**src/verilog/ctrl_defines.svh**
```systemverilog
// controller field widths
// sizes of the pc source select, the forwarding selects, the jump kind
// and the controller state, shared by the type package
`ifndef CTRL_DEFINES_SVH
`define CTRL_DEFINES_SVH

// pc source select toward the fetch stage
`define CTRL_PC_MUX_W 3

// one operand forwarding select
`define CTRL_FW_SEL_W 2

// jump kind code from the decoder
`define CTRL_JUMP_W 2

// main fsm state register
`define CTRL_STATE_W 3

`endif

```
**src/verilog/ctrl_pkg.sv**
```systemverilog
// controller type package
// enum types for pc source, operand forwarding, jump kind and fsm state
`default_nettype none

`include "ctrl_defines.svh"

package ctrl_pkg;

  // next pc source seen by the prefetcher
  // value 1 is left free, it belongs to a path this core does not use
  typedef enum logic [`CTRL_PC_MUX_W-1:0] {
    PC_BOOT      = 'd0,
    PC_JUMP      = 'd2,
    PC_BRANCH    = 'd3,
    PC_EXCEPTION = 'd4
  } pc_mux_e;

  // operand source in the id stage
  typedef enum logic [`CTRL_FW_SEL_W-1:0] {
    SEL_REGFILE = 'd0,
    SEL_FW_EX   = 'd1,
    SEL_FW_WB   = 'd2
  } fw_sel_e;

  // kind of control transfer found by the decoder
  typedef enum logic [`CTRL_JUMP_W-1:0] {
    BRANCH_NONE = 'd0,
    BRANCH_JAL  = 'd1,
    BRANCH_JALR = 'd2,
    BRANCH_COND = 'd3
  } jump_e;

  // main controller states, in encoding order
  typedef enum logic [`CTRL_STATE_W-1:0] {
    RESET,
    BOOT_SET,
    SLEEP,
    FIRST_FETCH,
    DECODE,
    FLUSH_EX,
    FLUSH_WB
  } ctrl_state_e;

endpackage

`default_nettype wire

```
**src/verilog/ctrl_fsm.sv**
```systemverilog
// main control state machine
// steps the core from reset through boot and decode, redirects the pc for
// jumps, taken branches and exceptions, and flushes the pipe before sleep
`timescale 1ns/1ps
`default_nettype none

module ctrl_fsm
  import ctrl_pkg::*;
(
  input  logic        clk,
  input  logic        rst_n,

  // core enable and decoder requests
  input  logic        fetch_enable_i,
  input  logic        pipe_flush_i,
  input  jump_e       jump_in_dec_i,

  // pipeline status
  input  logic        instr_valid_i,
  input  logic        id_ready_i,
  input  logic        ex_valid_i,
  input  logic        branch_taken_ex_i,
  input  logic        exc_req_i,
  input  logic        jr_stall_i,

  // status toward the core
  output logic        ctrl_busy_o,
  output logic        is_decoding_o,

  // prefetcher control
  output logic        instr_req_o,
  output logic        pc_set_o,
  output pc_mux_e     pc_mux_o,

  // exception controller handshake
  output logic        exc_ack_o,
  output logic        exc_save_if_o,
  output logic        exc_save_id_o,

  // stage halts
  output logic        halt_if_o,
  output logic        halt_id_o
);

  ctrl_state_e state_q;
  ctrl_state_e state_d;

  // set once a jump has redirected the pc, held until id accepts
  logic        jump_done_q;
  logic        jump_done_d;

  // unconditional jump sitting in decode
  logic        is_jump;

  assign is_jump = (jump_in_dec_i == BRANCH_JAL) || (jump_in_dec_i == BRANCH_JALR);

  ////////////////////////////////////////////////////////////////////////////
  // next state and outputs
  ////////////////////////////////////////////////////////////////////////////
  always_comb
  begin
    // fetching and busy unless a state says otherwise
    instr_req_o   = 1'b1;
    ctrl_busy_o   = 1'b1;
    is_decoding_o = 1'b0;
    pc_mux_o      = PC_BOOT;
    pc_set_o      = 1'b0;
    exc_ack_o     = 1'b0;
    exc_save_if_o = 1'b0;
    exc_save_id_o = 1'b0;
    halt_if_o     = 1'b0;
    halt_id_o     = 1'b0;
    jump_done_d   = jump_done_q;
    state_d       = state_q;

    case (state_q)
      // idle after reset until the core is enabled
      RESET:
      begin
        ctrl_busy_o = 1'b0;
        instr_req_o = 1'b0;
        if (fetch_enable_i)
          state_d = BOOT_SET;
      end

      // load the boot address into the fetch pc
      BOOT_SET:
      begin
        pc_mux_o = PC_BOOT;
        pc_set_o = 1'b1;
        state_d  = FIRST_FETCH;
      end

      // pipe is empty, wait for enable or an interrupt
      SLEEP:
      begin
        ctrl_busy_o = 1'b0;
        instr_req_o = 1'b0;
        halt_if_o   = 1'b1;
        halt_id_o   = 1'b1;
        if (fetch_enable_i || exc_req_i)
          state_d = FIRST_FETCH;
      end

      // wait for the first instruction to reach id
      FIRST_FETCH:
      begin
        if (id_ready_i)
          state_d = DECODE;

        // nothing in id yet, so the fetch pc is what gets saved
        if (exc_req_i)
        begin
          pc_mux_o      = PC_EXCEPTION;
          pc_set_o      = 1'b1;
          exc_ack_o     = 1'b1;
          exc_save_if_o = 1'b1;
        end
      end

      DECODE:
      begin
        // only decode when no taken branch in ex is about to squash id
        if (instr_valid_i && !branch_taken_ex_i)
        begin
          is_decoding_o = 1'b1;

          if (is_jump)
          begin
            pc_mux_o = PC_JUMP;
            // target known in id; redirect once, after a jalr operand is ready
            if (!jr_stall_i && !jump_done_q)
            begin
              pc_set_o    = 1'b1;
              jump_done_d = 1'b1;
            end
          end
          else if (exc_req_i)
          begin
            pc_mux_o      = PC_EXCEPTION;
            pc_set_o      = 1'b1;
            exc_ack_o     = 1'b1;
            // keep the trapping instruction out of ex
            halt_id_o     = 1'b1;
            exc_save_id_o = 1'b1;
          end

          // wfi style flush, drain ex and wb first
          if (pipe_flush_i)
          begin
            halt_if_o = 1'b1;
            halt_id_o = 1'b1;
            state_d   = FLUSH_EX;
          end
        end

        // taken branch in ex wins over anything decoded this cycle
        if (branch_taken_ex_i)
        begin
          pc_mux_o      = PC_BRANCH;
          pc_set_o      = 1'b1;
          is_decoding_o = 1'b0;
        end
      end

      // hold if and id while ex finishes
      FLUSH_EX:
      begin
        halt_if_o = 1'b1;
        halt_id_o = 1'b1;
        if (ex_valid_i)
          state_d = FLUSH_WB;
      end

      // one more cycle for wb, then resume or sleep
      FLUSH_WB:
      begin
        halt_if_o = 1'b1;
        halt_id_o = 1'b1;
        if (fetch_enable_i)
        begin
          halt_if_o = 1'b0;
          state_d   = DECODE;
        end
        else
          state_d = SLEEP;
      end

      // unused encoding, recover through reset
      default:
      begin
        instr_req_o = 1'b0;
        state_d     = RESET;
      end
    endcase
  end

  ////////////////////////////////////////////////////////////////////////////
  // state and jump latch registers
  ////////////////////////////////////////////////////////////////////////////
  always_ff @(posedge clk or negedge rst_n)
  begin
    if (!rst_n)
    begin
      state_q     <= RESET;
      jump_done_q <= 1'b0;
    end
    else
    begin
      state_q     <= state_d;
      // id took the jump, so the next one may redirect again
      jump_done_q <= jump_done_d & ~id_ready_i;
    end
  end

endmodule

`default_nettype wire

```
**src/verilog/hazard_unit.sv**
```systemverilog
// hazard detection
// load-use and jump-register stalls, and write-enable suppression for
// instructions that must not retire
`timescale 1ns/1ps
`default_nettype none

module hazard_unit
  import ctrl_pkg::*;
(
  input  logic  is_decoding_i,
  input  logic  illegal_insn_i,
  input  logic  data_req_ex_i,
  input  logic  regfile_we_ex_i,
  input  logic  regfile_we_wb_i,
  input  logic  regfile_alu_we_fw_i,
  input  jump_e jump_in_dec_i,

  // destination of ex, wb and alu path matches source a, b or c
  input  logic  reg_d_ex_is_reg_a_i,
  input  logic  reg_d_ex_is_reg_b_i,
  input  logic  reg_d_ex_is_reg_c_i,
  input  logic  reg_d_wb_is_reg_a_i,
  input  logic  reg_d_wb_is_reg_b_i,
  input  logic  reg_d_wb_is_reg_c_i,
  input  logic  reg_d_alu_is_reg_a_i,
  input  logic  reg_d_alu_is_reg_b_i,
  input  logic  reg_d_alu_is_reg_c_i,

  output logic  load_stall_o,
  output logic  jr_stall_o,
  output logic  deassert_we_o
);

  // load in ex whose data arrives too late for forwarding
  logic ex_load;

  assign ex_load = data_req_ex_i & regfile_we_ex_i;

  assign load_stall_o = ex_load &
                        (reg_d_ex_is_reg_a_i | reg_d_ex_is_reg_b_i | reg_d_ex_is_reg_c_i);

  // jalr target must come from the register file, never from a forward
  assign jr_stall_o = (jump_in_dec_i == BRANCH_JALR) &
                      ((regfile_we_wb_i & reg_d_wb_is_reg_a_i) |
                       (regfile_we_ex_i & reg_d_ex_is_reg_a_i) |
                       (regfile_alu_we_fw_i & reg_d_alu_is_reg_a_i));

  // whatever sits in id without being decoded must not write back
  assign deassert_we_o = ~is_decoding_i | illegal_insn_i | load_stall_o | jr_stall_o;

endmodule

`default_nettype wire

```
**src/verilog/fwd_unit.sv**
```systemverilog
// operand forwarding select
// picks register file, ex or wb data for operands a, b and c;
// a misaligned access takes over a and b for its second half
`timescale 1ns/1ps
`default_nettype none

module fwd_unit
  import ctrl_pkg::*;
(
  input  logic    regfile_we_wb_i,
  input  logic    regfile_alu_we_fw_i,
  input  logic    data_misaligned_i,

  input  logic    reg_d_wb_is_reg_a_i,
  input  logic    reg_d_wb_is_reg_b_i,
  input  logic    reg_d_wb_is_reg_c_i,
  input  logic    reg_d_alu_is_reg_a_i,
  input  logic    reg_d_alu_is_reg_b_i,
  input  logic    reg_d_alu_is_reg_c_i,

  output fw_sel_e operand_a_fw_mux_sel_o,
  output fw_sel_e operand_b_fw_mux_sel_o,
  output fw_sel_e operand_c_fw_mux_sel_o
);

  // younger ex result beats the older wb result
  function automatic fw_sel_e operand_src(input logic wb_hit, input logic alu_hit);
    fw_sel_e src;
    src = SEL_REGFILE;
    if (wb_hit)
      src = SEL_FW_WB;
    if (alu_hit)
      src = SEL_FW_EX;
    return src;
  endfunction

  always_comb
  begin
    operand_a_fw_mux_sel_o = operand_src(regfile_we_wb_i & reg_d_wb_is_reg_a_i,
                                         regfile_alu_we_fw_i & reg_d_alu_is_reg_a_i);
    operand_b_fw_mux_sel_o = operand_src(regfile_we_wb_i & reg_d_wb_is_reg_b_i,
                                         regfile_alu_we_fw_i & reg_d_alu_is_reg_b_i);
    operand_c_fw_mux_sel_o = operand_src(regfile_we_wb_i & reg_d_wb_is_reg_c_i,
                                         regfile_alu_we_fw_i & reg_d_alu_is_reg_c_i);

    // second half of a misaligned access reuses the ex address
    if (data_misaligned_i)
    begin
      operand_a_fw_mux_sel_o = SEL_FW_EX;
      operand_b_fw_mux_sel_o = SEL_REGFILE;
    end
  end

endmodule

`default_nettype wire

```
**src/verilog/core_controller.sv**
```systemverilog
// core controller top
// ties the control fsm, the hazard unit and the forwarding unit together
`timescale 1ns/1ps
`default_nettype none

module core_controller
  import ctrl_pkg::*;
(
  input  logic    clk,
  input  logic    rst_n,
  input  logic    fetch_enable_i,
  input  logic    illegal_insn_i,
  input  logic    pipe_flush_i,
  input  logic    instr_valid_i,
  input  logic    id_ready_i,
  input  logic    ex_valid_i,
  input  logic    data_req_ex_i,
  input  logic    data_misaligned_i,
  input  logic    branch_taken_ex_i,
  input  logic    exc_req_i,
  input  logic    regfile_we_ex_i,
  input  logic    regfile_we_wb_i,
  input  logic    regfile_alu_we_fw_i,
  input  jump_e   jump_in_dec_i,

  // register match flags from the id stage
  input  logic    reg_d_ex_is_reg_a_i,
  input  logic    reg_d_ex_is_reg_b_i,
  input  logic    reg_d_ex_is_reg_c_i,
  input  logic    reg_d_wb_is_reg_a_i,
  input  logic    reg_d_wb_is_reg_b_i,
  input  logic    reg_d_wb_is_reg_c_i,
  input  logic    reg_d_alu_is_reg_a_i,
  input  logic    reg_d_alu_is_reg_b_i,
  input  logic    reg_d_alu_is_reg_c_i,

  output logic    ctrl_busy_o,
  output logic    is_decoding_o,
  output logic    instr_req_o,
  output logic    pc_set_o,
  output pc_mux_e pc_mux_o,
  output logic    exc_ack_o,
  output logic    exc_save_if_o,
  output logic    exc_save_id_o,
  output logic    halt_if_o,
  output logic    halt_id_o,
  output logic    deassert_we_o,
  output logic    load_stall_o,
  output logic    jr_stall_o,
  output logic    misaligned_stall_o,
  output fw_sel_e operand_a_fw_mux_sel_o,
  output fw_sel_e operand_b_fw_mux_sel_o,
  output fw_sel_e operand_c_fw_mux_sel_o
);

  // decode status into the hazard unit, jalr stall back into the fsm
  logic is_decoding;
  logic jr_stall;

  ctrl_fsm ctrl_fsm_i (
    .clk               (clk),
    .rst_n             (rst_n),
    .fetch_enable_i    (fetch_enable_i),
    .pipe_flush_i      (pipe_flush_i),
    .jump_in_dec_i     (jump_in_dec_i),
    .instr_valid_i     (instr_valid_i),
    .id_ready_i        (id_ready_i),
    .ex_valid_i        (ex_valid_i),
    .branch_taken_ex_i (branch_taken_ex_i),
    .exc_req_i         (exc_req_i),
    .jr_stall_i        (jr_stall),
    .ctrl_busy_o       (ctrl_busy_o),
    .is_decoding_o     (is_decoding),
    .instr_req_o       (instr_req_o),
    .pc_set_o          (pc_set_o),
    .pc_mux_o          (pc_mux_o),
    .exc_ack_o         (exc_ack_o),
    .exc_save_if_o     (exc_save_if_o),
    .exc_save_id_o     (exc_save_id_o),
    .halt_if_o         (halt_if_o),
    .halt_id_o         (halt_id_o)
  );

  hazard_unit hazard_unit_i (
    .is_decoding_i        (is_decoding),
    .illegal_insn_i       (illegal_insn_i),
    .data_req_ex_i        (data_req_ex_i),
    .regfile_we_ex_i      (regfile_we_ex_i),
    .regfile_we_wb_i      (regfile_we_wb_i),
    .regfile_alu_we_fw_i  (regfile_alu_we_fw_i),
    .jump_in_dec_i        (jump_in_dec_i),
    .reg_d_ex_is_reg_a_i  (reg_d_ex_is_reg_a_i),
    .reg_d_ex_is_reg_b_i  (reg_d_ex_is_reg_b_i),
    .reg_d_ex_is_reg_c_i  (reg_d_ex_is_reg_c_i),
    .reg_d_wb_is_reg_a_i  (reg_d_wb_is_reg_a_i),
    .reg_d_wb_is_reg_b_i  (reg_d_wb_is_reg_b_i),
    .reg_d_wb_is_reg_c_i  (reg_d_wb_is_reg_c_i),
    .reg_d_alu_is_reg_a_i (reg_d_alu_is_reg_a_i),
    .reg_d_alu_is_reg_b_i (reg_d_alu_is_reg_b_i),
    .reg_d_alu_is_reg_c_i (reg_d_alu_is_reg_c_i),
    .load_stall_o         (load_stall_o),
    .jr_stall_o           (jr_stall),
    .deassert_we_o        (deassert_we_o)
  );

  fwd_unit fwd_unit_i (
    .regfile_we_wb_i        (regfile_we_wb_i),
    .regfile_alu_we_fw_i    (regfile_alu_we_fw_i),
    .data_misaligned_i      (data_misaligned_i),
    .reg_d_wb_is_reg_a_i    (reg_d_wb_is_reg_a_i),
    .reg_d_wb_is_reg_b_i    (reg_d_wb_is_reg_b_i),
    .reg_d_wb_is_reg_c_i    (reg_d_wb_is_reg_c_i),
    .reg_d_alu_is_reg_a_i   (reg_d_alu_is_reg_a_i),
    .reg_d_alu_is_reg_b_i   (reg_d_alu_is_reg_b_i),
    .reg_d_alu_is_reg_c_i   (reg_d_alu_is_reg_c_i),
    .operand_a_fw_mux_sel_o (operand_a_fw_mux_sel_o),
    .operand_b_fw_mux_sel_o (operand_b_fw_mux_sel_o),
    .operand_c_fw_mux_sel_o (operand_c_fw_mux_sel_o)
  );

  assign is_decoding_o = is_decoding;
  assign jr_stall_o    = jr_stall;

  // lsu needs a second cycle for a misaligned access
  assign misaligned_stall_o = data_misaligned_i;

endmodule

`default_nettype wire

```
**config.mk**
```make
export PLATFORM = sky130hd
export DESIGN_NAME = core_controller
export DESIGN_NICKNAME = d
export VERILOG_FILES = /design/src/verilog/ctrl_pkg.sv /design/src/verilog/ctrl_fsm.sv /design/src/verilog/hazard_unit.sv /design/src/verilog/fwd_unit.sv /design/src/verilog/core_controller.sv
export VERILOG_INCLUDE_DIRS = /design/src /design/src/verilog
export SDC_FILE = /design/constraint.sdc
export NUM_CORES = 1
export LEC_CHECK = 0
export ABC_AREA = 1
export BUFFER_PORTS_ARGS = -buffer_cell sky130_fd_sc_hd__buf_2
export CAP_MARGIN = 20
export CORE_UTILIZATION = 30
export DETAILED_ROUTE_END_ITERATION = 10
export PLACE_DENSITY = 0.72
export SLEW_MARGIN = 15
export SYNTH_ARGS = -nofsm -noshare
export SYNTH_HDL_FRONTEND = slang
export SYNTH_SLANG_ARGS = --single-unit
export TNS_END_PERCENT = 1
```
**constraint.sdc**
```tcl
create_clock -name clk -period 3.2 [get_ports clk]
set_input_delay 0.32 -clock clk [delete_from_list [all_inputs] [get_ports clk]]
set_output_delay 0.32 -clock clk [all_outputs]
set_load 0.01 [all_outputs]
```
Yosys cells after proc, flatten, opt, wreduce, memory -nomap -nowiden
Cells that the tools add are included.
- register bits: 4
- bits of input ports: 26
- output and inout bits: 22
- word-level logic and storage cells: 97
- eq/ne operators: 14
- muxes and demuxes: 48
- bitwise gates (word level): 20
- reductions and logical operators: 13
- operators with widths (cell ; count):
    $mux W3 ; 11
    $mux W1 ; 23
    $pmux W3 S7 ; 1
    $mux W2 ; 8
    $and A1 B1 Y1 ; 11
    $eq A3 B3 Y1 const B ; 3
    $ne A2 B2 Y1 const B ; 4
    $or A1 B1 Y1 ; 7
    $eq A3 B2 Y1 const B ; 2
    $pmux W1 S3 ; 2
    $pmux W3 S2 ; 1
    $reduce_and A6 Y1 ; 1
    $reduce_or A5 Y1 ; 1
    $ne A2 B1 Y1 const B ; 2
    $pmux W1 S2 ; 2
    $reduce_or A2 Y1 ; 2
    $eq A3 B1 Y1 const B ; 1
    $logic_not A1 Y1 ; 3
    $logic_not A3 Y1 ; 1
    $reduce_or A3 Y1 ; 1
    $eq A2 B1 Y1 const B ; 1
    $eq A2 B2 Y1 const B ; 1
    $logic_and A1 B1 Y1 ; 2
    $logic_or A1 B1 Y1 ; 2
    $not A1 Y1 ; 2

Logic depth before layout (Yosys ltp)
Gate-level depths: netlist (run 1).
- depth after elaboration: 11
- depth in mapped cells: 8

Modules after synthesis
From an unflattened synthesis (run 1), not the netlist that was laid out.
- cell total of the unflattened synthesis: 124
- area total of the unflattened synthesis: 696.9 sq um
- modules (own cells, without submodules) (module ; instances ; cells each ; area each (sq um) ; seq. area each (sq um)):
    ctrl_fsm ; 1 ; 90 ; 529.3 ; 100.1
    hazard_unit ; 1 ; 19 ; 100.1 ; 0.0
    fwd_unit ; 1 ; 14 ; 60.1 ; 0.0
    core_controller ; 1 ; 1 ; 7.5 ; 0.0

Worst setup path before layout (run 1)
No wires, ideal clock.
- kind: input port to output port
- start: in jump_in_dec_i[0]
- end: out pc_set_o
- arrival time: 1.178 ns
- required time: 2.880 ns
- setup slack: 1.702 ns
- stages: 8
- cells stage by stage: inv_1 -> ha_1 -> nand2_1 -> nor2_1 -> nand2_2 -> nand2_1 -> nor2_1 -> nand3_1
- cells in the longest elaborated chain, start to end: 9
- elaborated cells between the ends (all ways): 11
- those cells by class: eq/ne: 2; mux: 5; bitwise: 1; reduce/logical: 3
- RTL lines (what ; RTL line ; text):
    from (decl) ; core_controller.sv:24 ; input jump_e jump_in_dec_i,
    $eq A2 B2 Y1 ; ctrl_fsm.sv:55, hazard_unit.sv:43 ;
    $and A1 B1 Y1 ; hazard_unit.sv:43 ; assign jr_stall_o = (jump_in_dec_i == BRANCH_JALR) &
    $logic_not A1 Y1 ; ctrl_fsm.sv:132 ; if (!jr_stall_i && !jump_done_q)
    $logic_and A1 B1 Y1 ; ctrl_fsm.sv:132 ;
    $mux W1 ; ctrl_fsm.sv:132 ;
    $mux W1 * ; ctrl_fsm.sv:128 ; if (is_jump)
    $mux W1 * ; ctrl_fsm.sv:124 ; if (instr_valid_i && !branch_taken_ex_i)
    $mux W1 * ; ctrl_fsm.sv:158 ; if (branch_taken_ex_i)
    $pmux W1 S3 * ; ctrl_fsm.sv:76 ; case (state_q)
    to (decl) ; core_controller.sv:40 ; output logic pc_set_o,
Mark *: on every way between the ends. The rest lies on a longest branch, timed or not.

Final worst setup path (run 1)
- start: reg ctrl_fsm_i.state_q[2]
- end: out halt_if_o
- cells in the longest elaborated chain, start to end: 3
- elaborated cells between the ends (all ways): 6
- those cells by class: eq/ne: 4; mux: 1; reduce/logical: 1
- RTL lines (what ; RTL line ; text):
    from (decl) ; ctrl_fsm.sv:45 ; ctrl_state_e state_q;
    from (signal assigned) ; ctrl_fsm.sv:210 ; state_q <= state_d;
    $eq A3 B2 Y1 / $eq A3 B3 Y1 (equally long branches) ; ctrl_fsm.sv:76 ;
    $reduce_or A2 Y1 (no source line) ; n/a ;
    $pmux W1 S3 * ; ctrl_fsm.sv:76 ;
    to (decl) ; core_controller.sv:45 ; output logic halt_if_o,
Marks and branches as above.

==> impl_metrics.toml, run 1 <==
[clock_network]
cts_buffers = 3
clockBufferDepth = 2
path_clk_slew_ns = 0.04
cts-hold-fix-buffers = 1
post_cts_buffers = 0
htreeDepth = 1
cts_tree = "yes"
root_buffer = "clkbuf_4"
ctsResizeCount = 0
clk-insertion-delay-late_ns = 0.23
cts.sinks = 4

[power_and_ir_drop]
seq_power_share_pct = 20.6
p_sw_share_pct = 52.6
irDropWorstVdd_mv = 0.389
p_leak_nw = 0.570
p_comb_share_pct = 68.6
p_int_uw = 271
power_per_cell_area_mw_per_mm2 = 665
switchingPower_uw = 301
clkPwrFrac_pct = 10.8
p_total_uw = 572

[synthesis]
synth_cell_types = 19
syn_inst = 109
ys_ff_latch = 4
syn-cell-area_sq_um = 583
postSynthAreaPerCell_sq_um = 5.35
yosys_warnings = 0
seq_area_frac_synth_pct = 17.2
synth.net_count = 136

[global_routing]
grt_overflow = 0
grt_pass1_wl_mm = 2.26
grt.total_usage_pct = 15.0
first_global_vias = 620
antenna_found_initial = 0
grt_max_degree = 11

[sta]
worstMarginPinSlew_ns = 0.396
tns_ns = 0
final_max_slew_viol_count = 0
fin_crit_ns = 1.83
rsz0062_at_grt = "false"
hold_ws_ns = 0.276
skew_ns = 0.00428
max_freq_mhz = 545
hold_violations = 0
finalSetupViolations = 0
post-route-period-util_pct = 57.3
relSlewSlack_pct = 73.6

[critical_path]
slowest_stage = "dfrtp_1"
critical_path.top_delay_family = "flip-flops"
cp-start-kind = "register"
critPathBufInv = 1
critPathKind = "register to output port"
critPathMaxFanout = 10
crit_required_ns = 2.88
slowest_delay_ns = 0.57
path_cells = "nand2_1 -> nor2_1 -> nand2_1 -> a31oi_1 -> buf_2"
critical_path.most_common_cell = "nand2_1"
crit_arrival_ns = 1.51
cp-end-kind = "output port"

[floorplan]
start_util_pct = 32.7
core-area_sq_mm = 0.00178
die_w_microns = 46.1
row_count = 15
ios = 48
die_h_microns = 46.1
die_area_sq_mm = 0.00212

[routing]
totalWireLength_mm = 1.66
ant_nets = 0
num_vias = 805
wl_per_cell_microns = 9.09
first_pass_iters = 4
vias_per_cell = 4.40
drc = 0
drt-initial-drc-count = 8

[placement]
place.gp.congestion = 0.825
dp_hpwl_mm = 1.44
port_buffers = 47

[layout]
drive_above_1_share_pct = 38.0
diodes = 0
fin_nets = 187
final_cell_mix = "buf_2 (47), nand2_1 (32), nor2_1 (22)"
layout_commonest_cell = "buf_2"
syn_to_final_growth_pct = 47.6

[outcome]
status = "completed"

[hold_path]
hp-class = "primary input to register"

[flow_run]
max_cap_viol_count = 0
==> layer usage <==
metal,global-route usage [%],up-vias,wire [microns]
met5,0,-,0
met4,3.53,0,0
met3,5.10,0,177
met2,29.3,38,788
met1,15.0,335,698
li1,-,432,-
==> cells by family (layout without fill, tap and decap cells) <==
| kind of cell | count (synthesis) | in the layout | share of synthesized area (%) |
|---|---|---|---|
| AND/OR/NAND/NOR | 76 | 76 | 57.7 |
| buffers and inverters | 20 | 69 | 15.2 |
| AO/OA/AOI/OAI | 8 | 8 | 7.72 |
| flip-flops | 4 | 4 | 17.2 |
| adder cells (fa/ha/maj) | 1 | 1 | 2.15 |
==> path summary, 6_finish.rpt <==
kind                                             start                      to  slack [ns]  cells past startpoint
worst min-delay path                        id_ready_i  ctrl_fsm_i.jump_done_q        0.28                      2
max in group asynchronous                        rst_n   ctrl_fsm_i.state_q[2]        2.66                      2
worst max register to register   ctrl_fsm_i.state_q[2]   ctrl_fsm_i.state_q[1]        1.91                      6
min in group asynchronous                        rst_n  ctrl_fsm_i.jump_done_q        0.42                      2
worst min register to register  ctrl_fsm_i.jump_done_q  ctrl_fsm_i.jump_done_q        0.52                      2
worst max-delay path             ctrl_fsm_i.state_q[2]               halt_if_o        1.37                      5
==> cell type report <==
| type | count | area [sq um] |
|---|---|---|
| sequential | 4 | 100 |
| inverter | 18 | 67.6 |
| fill | 204 | 922 |
| multi-input combinational | 85 | 394 |
| tap | 25 | 31.3 |
| clock buffer | 3 | 22.5 |
| timing repair buffer | 48 | 245 |
==> state kept, by name, summed over array words and instances, names as in the netlist <==
name                    flops
ctrl_fsm_i.state_q          3
ctrl_fsm_i.jump_done_q      1
==> synthesized netlist by cell type <==
cell type	number	share of area, %
nand2_1	32	21
nor2_1	22	14
inv_1	17	11
nand3_1	10	8.6
dfrtp_1	4	17
nor2_2	4	4.3
nand2_2	3	3.2
o21ai_0	3	2.6
a21oi_1	2	1.7
a31oi_1	2	2.1
nor3_1	2	1.7
buf_4	1	1.3
clkbuf_8	1	2.4
ha_1	1	2.1
inv_2	1	0.64
nand2_4	1	1.9
nand3b_1	1	1.3
nor2_4	1	1.9
o21a_1	1	1.3
==> per-stage QoR <==
step	worst slack, ns	area [sq um]	std cells	util [%]
detailed placement	1.53	828	179	46.5
CTS	1.34	861	183	48.3
global placement	1.54	828	179	46.5
finish	1.37	861	183	48.3
global route	1.20	861	183	48.3
floorplan	1.70	583	109	-
==> power by group through the flow <==
stage / Combinational, mW / Clock, mW / Sequential [mW]
2_1_floorplan: 0.303 / 0 / 0.0939
3_3_place_gp: 0.391 / 0 / 0.119
3_5_place_dp: 0.394 / 0 / 0.119
4_1_cts: 0.397 / 0.0649 / 0.118
5_1_grt: 0.441 / 0.0670 / 0.122
6_report: 0.392 / 0.0620 / 0.118
==> worst register-to-register path: stages (launching register included) <==
cell and delay [ns]:
dfrtp_1 0.57, nand2_1 0.10, nor2_1 0.19, o21ai_0 0.15, nand3_1 0.11, nand2_1 0.05
nand2_1 0.06
Power figures use the tool's default switching activity.
==> run 2: changes to the inputs <==
Clock period 3.2 ns to 1.75 ns, I/O delays scaled along.
==> run 2 against run 1 <==
Net effect:
- via count grew 3.9%
- worst hold slack lost 0.14 ns
- non-clock buffer count is the same
- critical path depth grew 2
- sequential share of layout area grew 0.15 points
- clock skew grew 0.0016 ns
- cell area grew 1.2%
- critical endpoint is now pc_set_o
==> impl_metrics.toml, run 2 (synthesis results as in run 1) <==
[sta]
post-route-period-util_pct = 93.1
worstMarginPinSlew_ns = 0.254
skew_ns = 0.00588
max_freq_mhz = 614
fin_crit_ns = 1.63
hold_violations = 0
relSlewSlack_pct = 82.9
final_max_slew_viol_count = 0
finalSetupViolations = 0
tns_ns = 0

[global_routing]
first_global_vias = 649
grt_max_degree = 11
grt.total_usage_pct = 16.7
antenna_found_initial = 0
grt_pass1_wl_mm = 2.55
grt_overflow = 0

[routing]
ant_nets = 0
first_pass_iters = 4
drc = 0
totalWireLength_mm = 1.72
drt-initial-drc-count = 12
wl_per_cell_microns = 9.42
vias_per_cell = 4.57
num_vias = 836

[floorplan]
core-area_sq_mm = 0.00178
die_w_microns = 46.1
die_h_microns = 46.1
row_count = 15
ios = 48
die_area_sq_mm = 0.00212
start_util_pct = 32.7

[power_and_ir_drop]
irDropWorstVdd_mv = 0.857
p_total_mw = 1.08
power_per_cell_area_mw_per_mm2 = 1240
p_leak_nw = 0.569

[clock_network]
clockBufferDepth = 2
cts_buffers = 3
cts_tree = "yes"
path_clk_slew_ns = 0.04
post_cts_buffers = 0
htreeDepth = 1
cts.sinks = 4
clk-insertion-delay-late_ns = 0.24
root_buffer = "clkbuf_4"

[outcome]
status = "completed"

[placement]
place.gp.congestion = 0.922
placed_cell_area_sq_um = 828
placedCellCount = 179
port_buffers = 47
dp_hpwl_mm = 1.47

[layout]
layout_commonest_cell = "buf_2"
fillers = 200
drive_above_1_share_pct = 39.9
fin_nets = 187
final_cell_mix = "buf_2 (47), nand2_1 (32), nor2_1 (21)"
largest_register_ff_count = 3
stdcell_count = 183
top_regs = "ctrl_fsm_i.state_q (3), ctrl_fsm_i.jump_done_q (1)"
fin_area_sq_um = 871
syn_to_final_growth_pct = 49.4
largest_register = "ctrl_fsm_i.state_q"
fin_util_pct = 48.8
diodes = 0

[hold_path]
hp-class = "primary input to register"

[flow_run]
max_cap_viol_count = 0

[critical_path]
cp-end-kind = "output port"
crit_arrival_ns = 1.45
critPathKind = "register to output port"
crit_required_ns = 1.57
critPathMaxFanout = 6
cp-start-kind = "register"
[run 2: metal layers]
layer / global-route usage [%] / up-vias / routed length, microns
met5: 0 / - / 0
met4: 5.29 / 0 / 14
met3: 4.71 / 2 / 168
met2: 30.4 / 49 / 810
met1: 18.5 / 352 / 731
li1: - / 433 / -
[run 2: cell type report]
type	instances	area [sq um]	share of cell area, %
tap	25	31.3	3.59
multi-input combinational	85	402	46.1
timing repair buffer	48	245	28.2
clock buffer	3	22.5	2.59
inverter	18	67.6	7.76
sequential	4	103	11.8
[run 2: what timing repair did]
action	4_1_cts	5_1_grt
endpoints found under the hold margin	4	0
endpoints found under the setup margin	0	3
resized for setup	0	4
hold buffers	1	0
[run 2: path summary, 6_finish.rpt]
check	startpoint	end	slack [ns]	depth (start not counted)
max in group asynchronous	rst_n	ctrl_fsm_i.state_q[2]	1.34	2
min in group asynchronous	rst_n	ctrl_fsm_i.jump_done_q	0.27	2
worst min register to register	ctrl_fsm_i.jump_done_q	ctrl_fsm_i.jump_done_q	0.51	2
worst max-delay path	ctrl_fsm_i.state_q[1]	pc_set_o	0.12	7
worst min-delay path	id_ready_i	ctrl_fsm_i.jump_done_q	0.13	2
worst max register to register	ctrl_fsm_i.state_q[1]	ctrl_fsm_i.state_q[1]	0.51	7
[run 2: worst max-delay path, cell delays in order, from the launching register on]
cell	delay, ns
dfrtp_1	0.48
nand2_2	0.14
nor2_2	0.17
nand2_1	0.11
nand2_1	0.10
nor2_1	0.04
nand3_1	0.06
buf_2	0.13
[run 2: stage by stage]
| step | hold slack, ns | setup WS [ns] |
|---|---|---|
| 2_1_floorplan | -0.121 | 0.456 |
| 3_3_place_gp | -0.0137 | 0.360 |
| 3_5_place_dp | -0.0121 | 0.339 |
| 4_1_cts | 0.129 | 0.0897 |
| 5_1_grt | 0.144 | -0.00323 |
| 6_report | 0.132 | 0.121 |
[run 2: where the power goes]
part | leakage, nW | internal [mW] | switching, mW
combinational | 0.507 | 0.294 | 0.446
clock | 0.0138 | 0.0766 | 0.0365
sequential | 0.0480 | 0.138 | 0.0912
==> run 3: changes to the inputs <==
Settings changed: CORE_MARGIN from default to 2.
==> run 3 against run 2 <==
Net effect:
- wire length up 1.3%
- sequential share of layout area down 0.25 points
- utilization down 0.14 points
- via count up 0.48%
- total power down 1.6%
- critical path depth down 2
- fmax up 1.0%
- cell count up 0.55%
- sequential power down 14%
- non-clock buffer count up 1
- worst hold slack better by 0.0047 ns
- die area up 8.9%
- highest routed layer is now met3
==> impl_metrics.toml, run 3 (synthesis results as in run 1) <==
[global_routing]
first_global_vias = 642
grt_pass1_wl_mm = 2.37
antenna_found_initial = 0
grt_overflow = 0
grt.total_usage_pct = 14.4
grt_max_degree = 7

[routing]
wl_per_cell_microns = 9.49
drt-initial-drc-count = 14
first_pass_iters = 4
ant_nets = 0
drc = 0
vias_per_cell = 4.57
totalWireLength_mm = 1.75
num_vias = 840

[sta]
fin_crit_ns = 1.61
post-route-period-util_pct = 92.1
relSlewSlack_pct = 82.8
tns_ns = 0
worstMarginPinSlew_ns = 0.255
finalSetupViolations = 0
final_max_slew_viol_count = 0
skew_ns = 0.000778
max_freq_mhz = 620
hold_violations = 0
rsz0062_at_grt = "false"

[flow_run]
max_cap_viol_count = 0

[layout]
drive_above_1_share_pct = 38.4
largest_register_ff_count = 3
diodes = 0
final_cell_mix = "buf_2 (47), nand2_1 (32), nor2_1 (22)"
fin_nets = 188
fin_util_pct = 48.7
largest_register = "ctrl_fsm_i.state_q"
top_regs = "ctrl_fsm_i.state_q (3), ctrl_fsm_i.jump_done_q (1)"
layout_commonest_cell = "buf_2"
syn_to_final_growth_pct = 48.9

[outcome]
status = "completed"

[critical_path]
critPathKind = "register to output port"
crit_arrival_ns = 1.44
ff2ff_setup_slack_ns = 0.46
critPathMaxFanout = 5
cp-end-kind = "output port"
cp-start-kind = "register"
timing.rr.end = "ctrl_fsm_i.state_q[2]"
reg2reg_depth = 6
crit_required_ns = 1.57
r2r-start = "ctrl_fsm_i.state_q[0]"

[floorplan]
die_w_microns = 48.1
core-area_sq_mm = 0.00178
die_area_sq_mm = 0.00231
row_count = 15
ios = 48
die_h_microns = 48.1
start_util_pct = 32.7

[clock_network]
cts.sinks = 4
clockBufferDepth = 2
clk-insertion-delay-late_ns = 0.23
cts_tree = "yes"
htreeDepth = 1
path_clk_slew_ns = 0.04
ctsResizeCount = 0
cts_buffers = 3
root_buffer = "clkbuf_4"

[power_and_ir_drop]
p_leak_nw = 0.575
irDropWorstVdd_mv = 0.772
power_per_cell_area_mw_per_mm2 = 1220

[hold_path]
hp-class = "primary input to register"
hp-start = "id_ready_i"
hold_end = "ctrl_fsm_i.jump_done_q"
whs_path_depth = 2

[placement]
place.gp.congestion = 0.909
dp_hpwl_mm = 1.51
port_buffers = 47
[run 3: cell count changes in the layout (fill, tap and decap cells not counted), sizes merged]
cell and change:
buf +1
[run 3: report_power, final]
part | switching, mW | total, mW | leakage (nW) | internal (mW)
Sequential | 0.0649 | 0.198 | 0.0502 | 0.133
Combinational | 0.455 | 0.755 | 0.511 | 0.301
Clock | 0.0341 | 0.111 | 0.0138 | 0.0765
Total | 0.553 | 1.06 | 0.575 | 0.510
[run 3: worst max path at each step]
stage,slack [ns],from,end,depth (start not counted)
floorplan,0.46,ctrl_fsm_i.state_q[0],pc_set_o,5
global placement,0.35,jump_in_dec_i[0],pc_set_o,10
detailed placement,0.35,jump_in_dec_i[0],pc_set_o,10
CTS,0.12,ctrl_fsm_i.state_q[0],pc_set_o,6
global route,0.02,ctrl_fsm_i.state_q[0],deassert_we_o,5
finish,0.14,ctrl_fsm_i.state_q[0],deassert_we_o,5
[run 3: layer usage]
metal | global-route usage, % | vias to the layer above | wire, microns
met5 | 0 | - | 0
met4 | 2.70 | 0 | 0
met3 | 3.40 | 0 | 153
met2 | 26.7 | 41 | 810
met1 | 16.9 | 359 | 783
li1 | - | 440 | -
[run 3: worst max-delay path: stages, from the launching register on]
cell     delay [ns]
dfrtp_1        0.44
nor2_2         0.26
nand2_4        0.11
nor3_1         0.16
nand3_1        0.09
buf_2          0.15
[run 3: final cells by class]
class	instances	area [sq um]
Fill cell	188	915
Multi-Input combinational cell	85	394
Timing Repair Buffer	49	253
Sequential cell	4	100
Inverter	18	67.6
Tap cell	25	31.3
Clock buffer	3	22.5
[run 3: through the flow]
step	total power, mW	cell area, sq um	worst slack [ns]	instances	hold WS (ns)
after global placement	0.950	836	0.346	180	-0.0154
after CTS	1.08	868	0.119	184	0.135
after floorplan	0.725	583	0.456	109	-0.121
after detailed placement	0.954	836	0.349	180	-0.0129
final	1.06	868	0.138	184	0.137
after global routing	1.18	868	0.0155	184	0.138
[run 3: what timing repair did]
| action | 4_1_cts | 5_1_grt |
|---|---|---|
| buffers inserted | 0 | 0 |
| hold buffers | 1 | 0 |
| endpoints found under the hold margin | 4 | 0 |
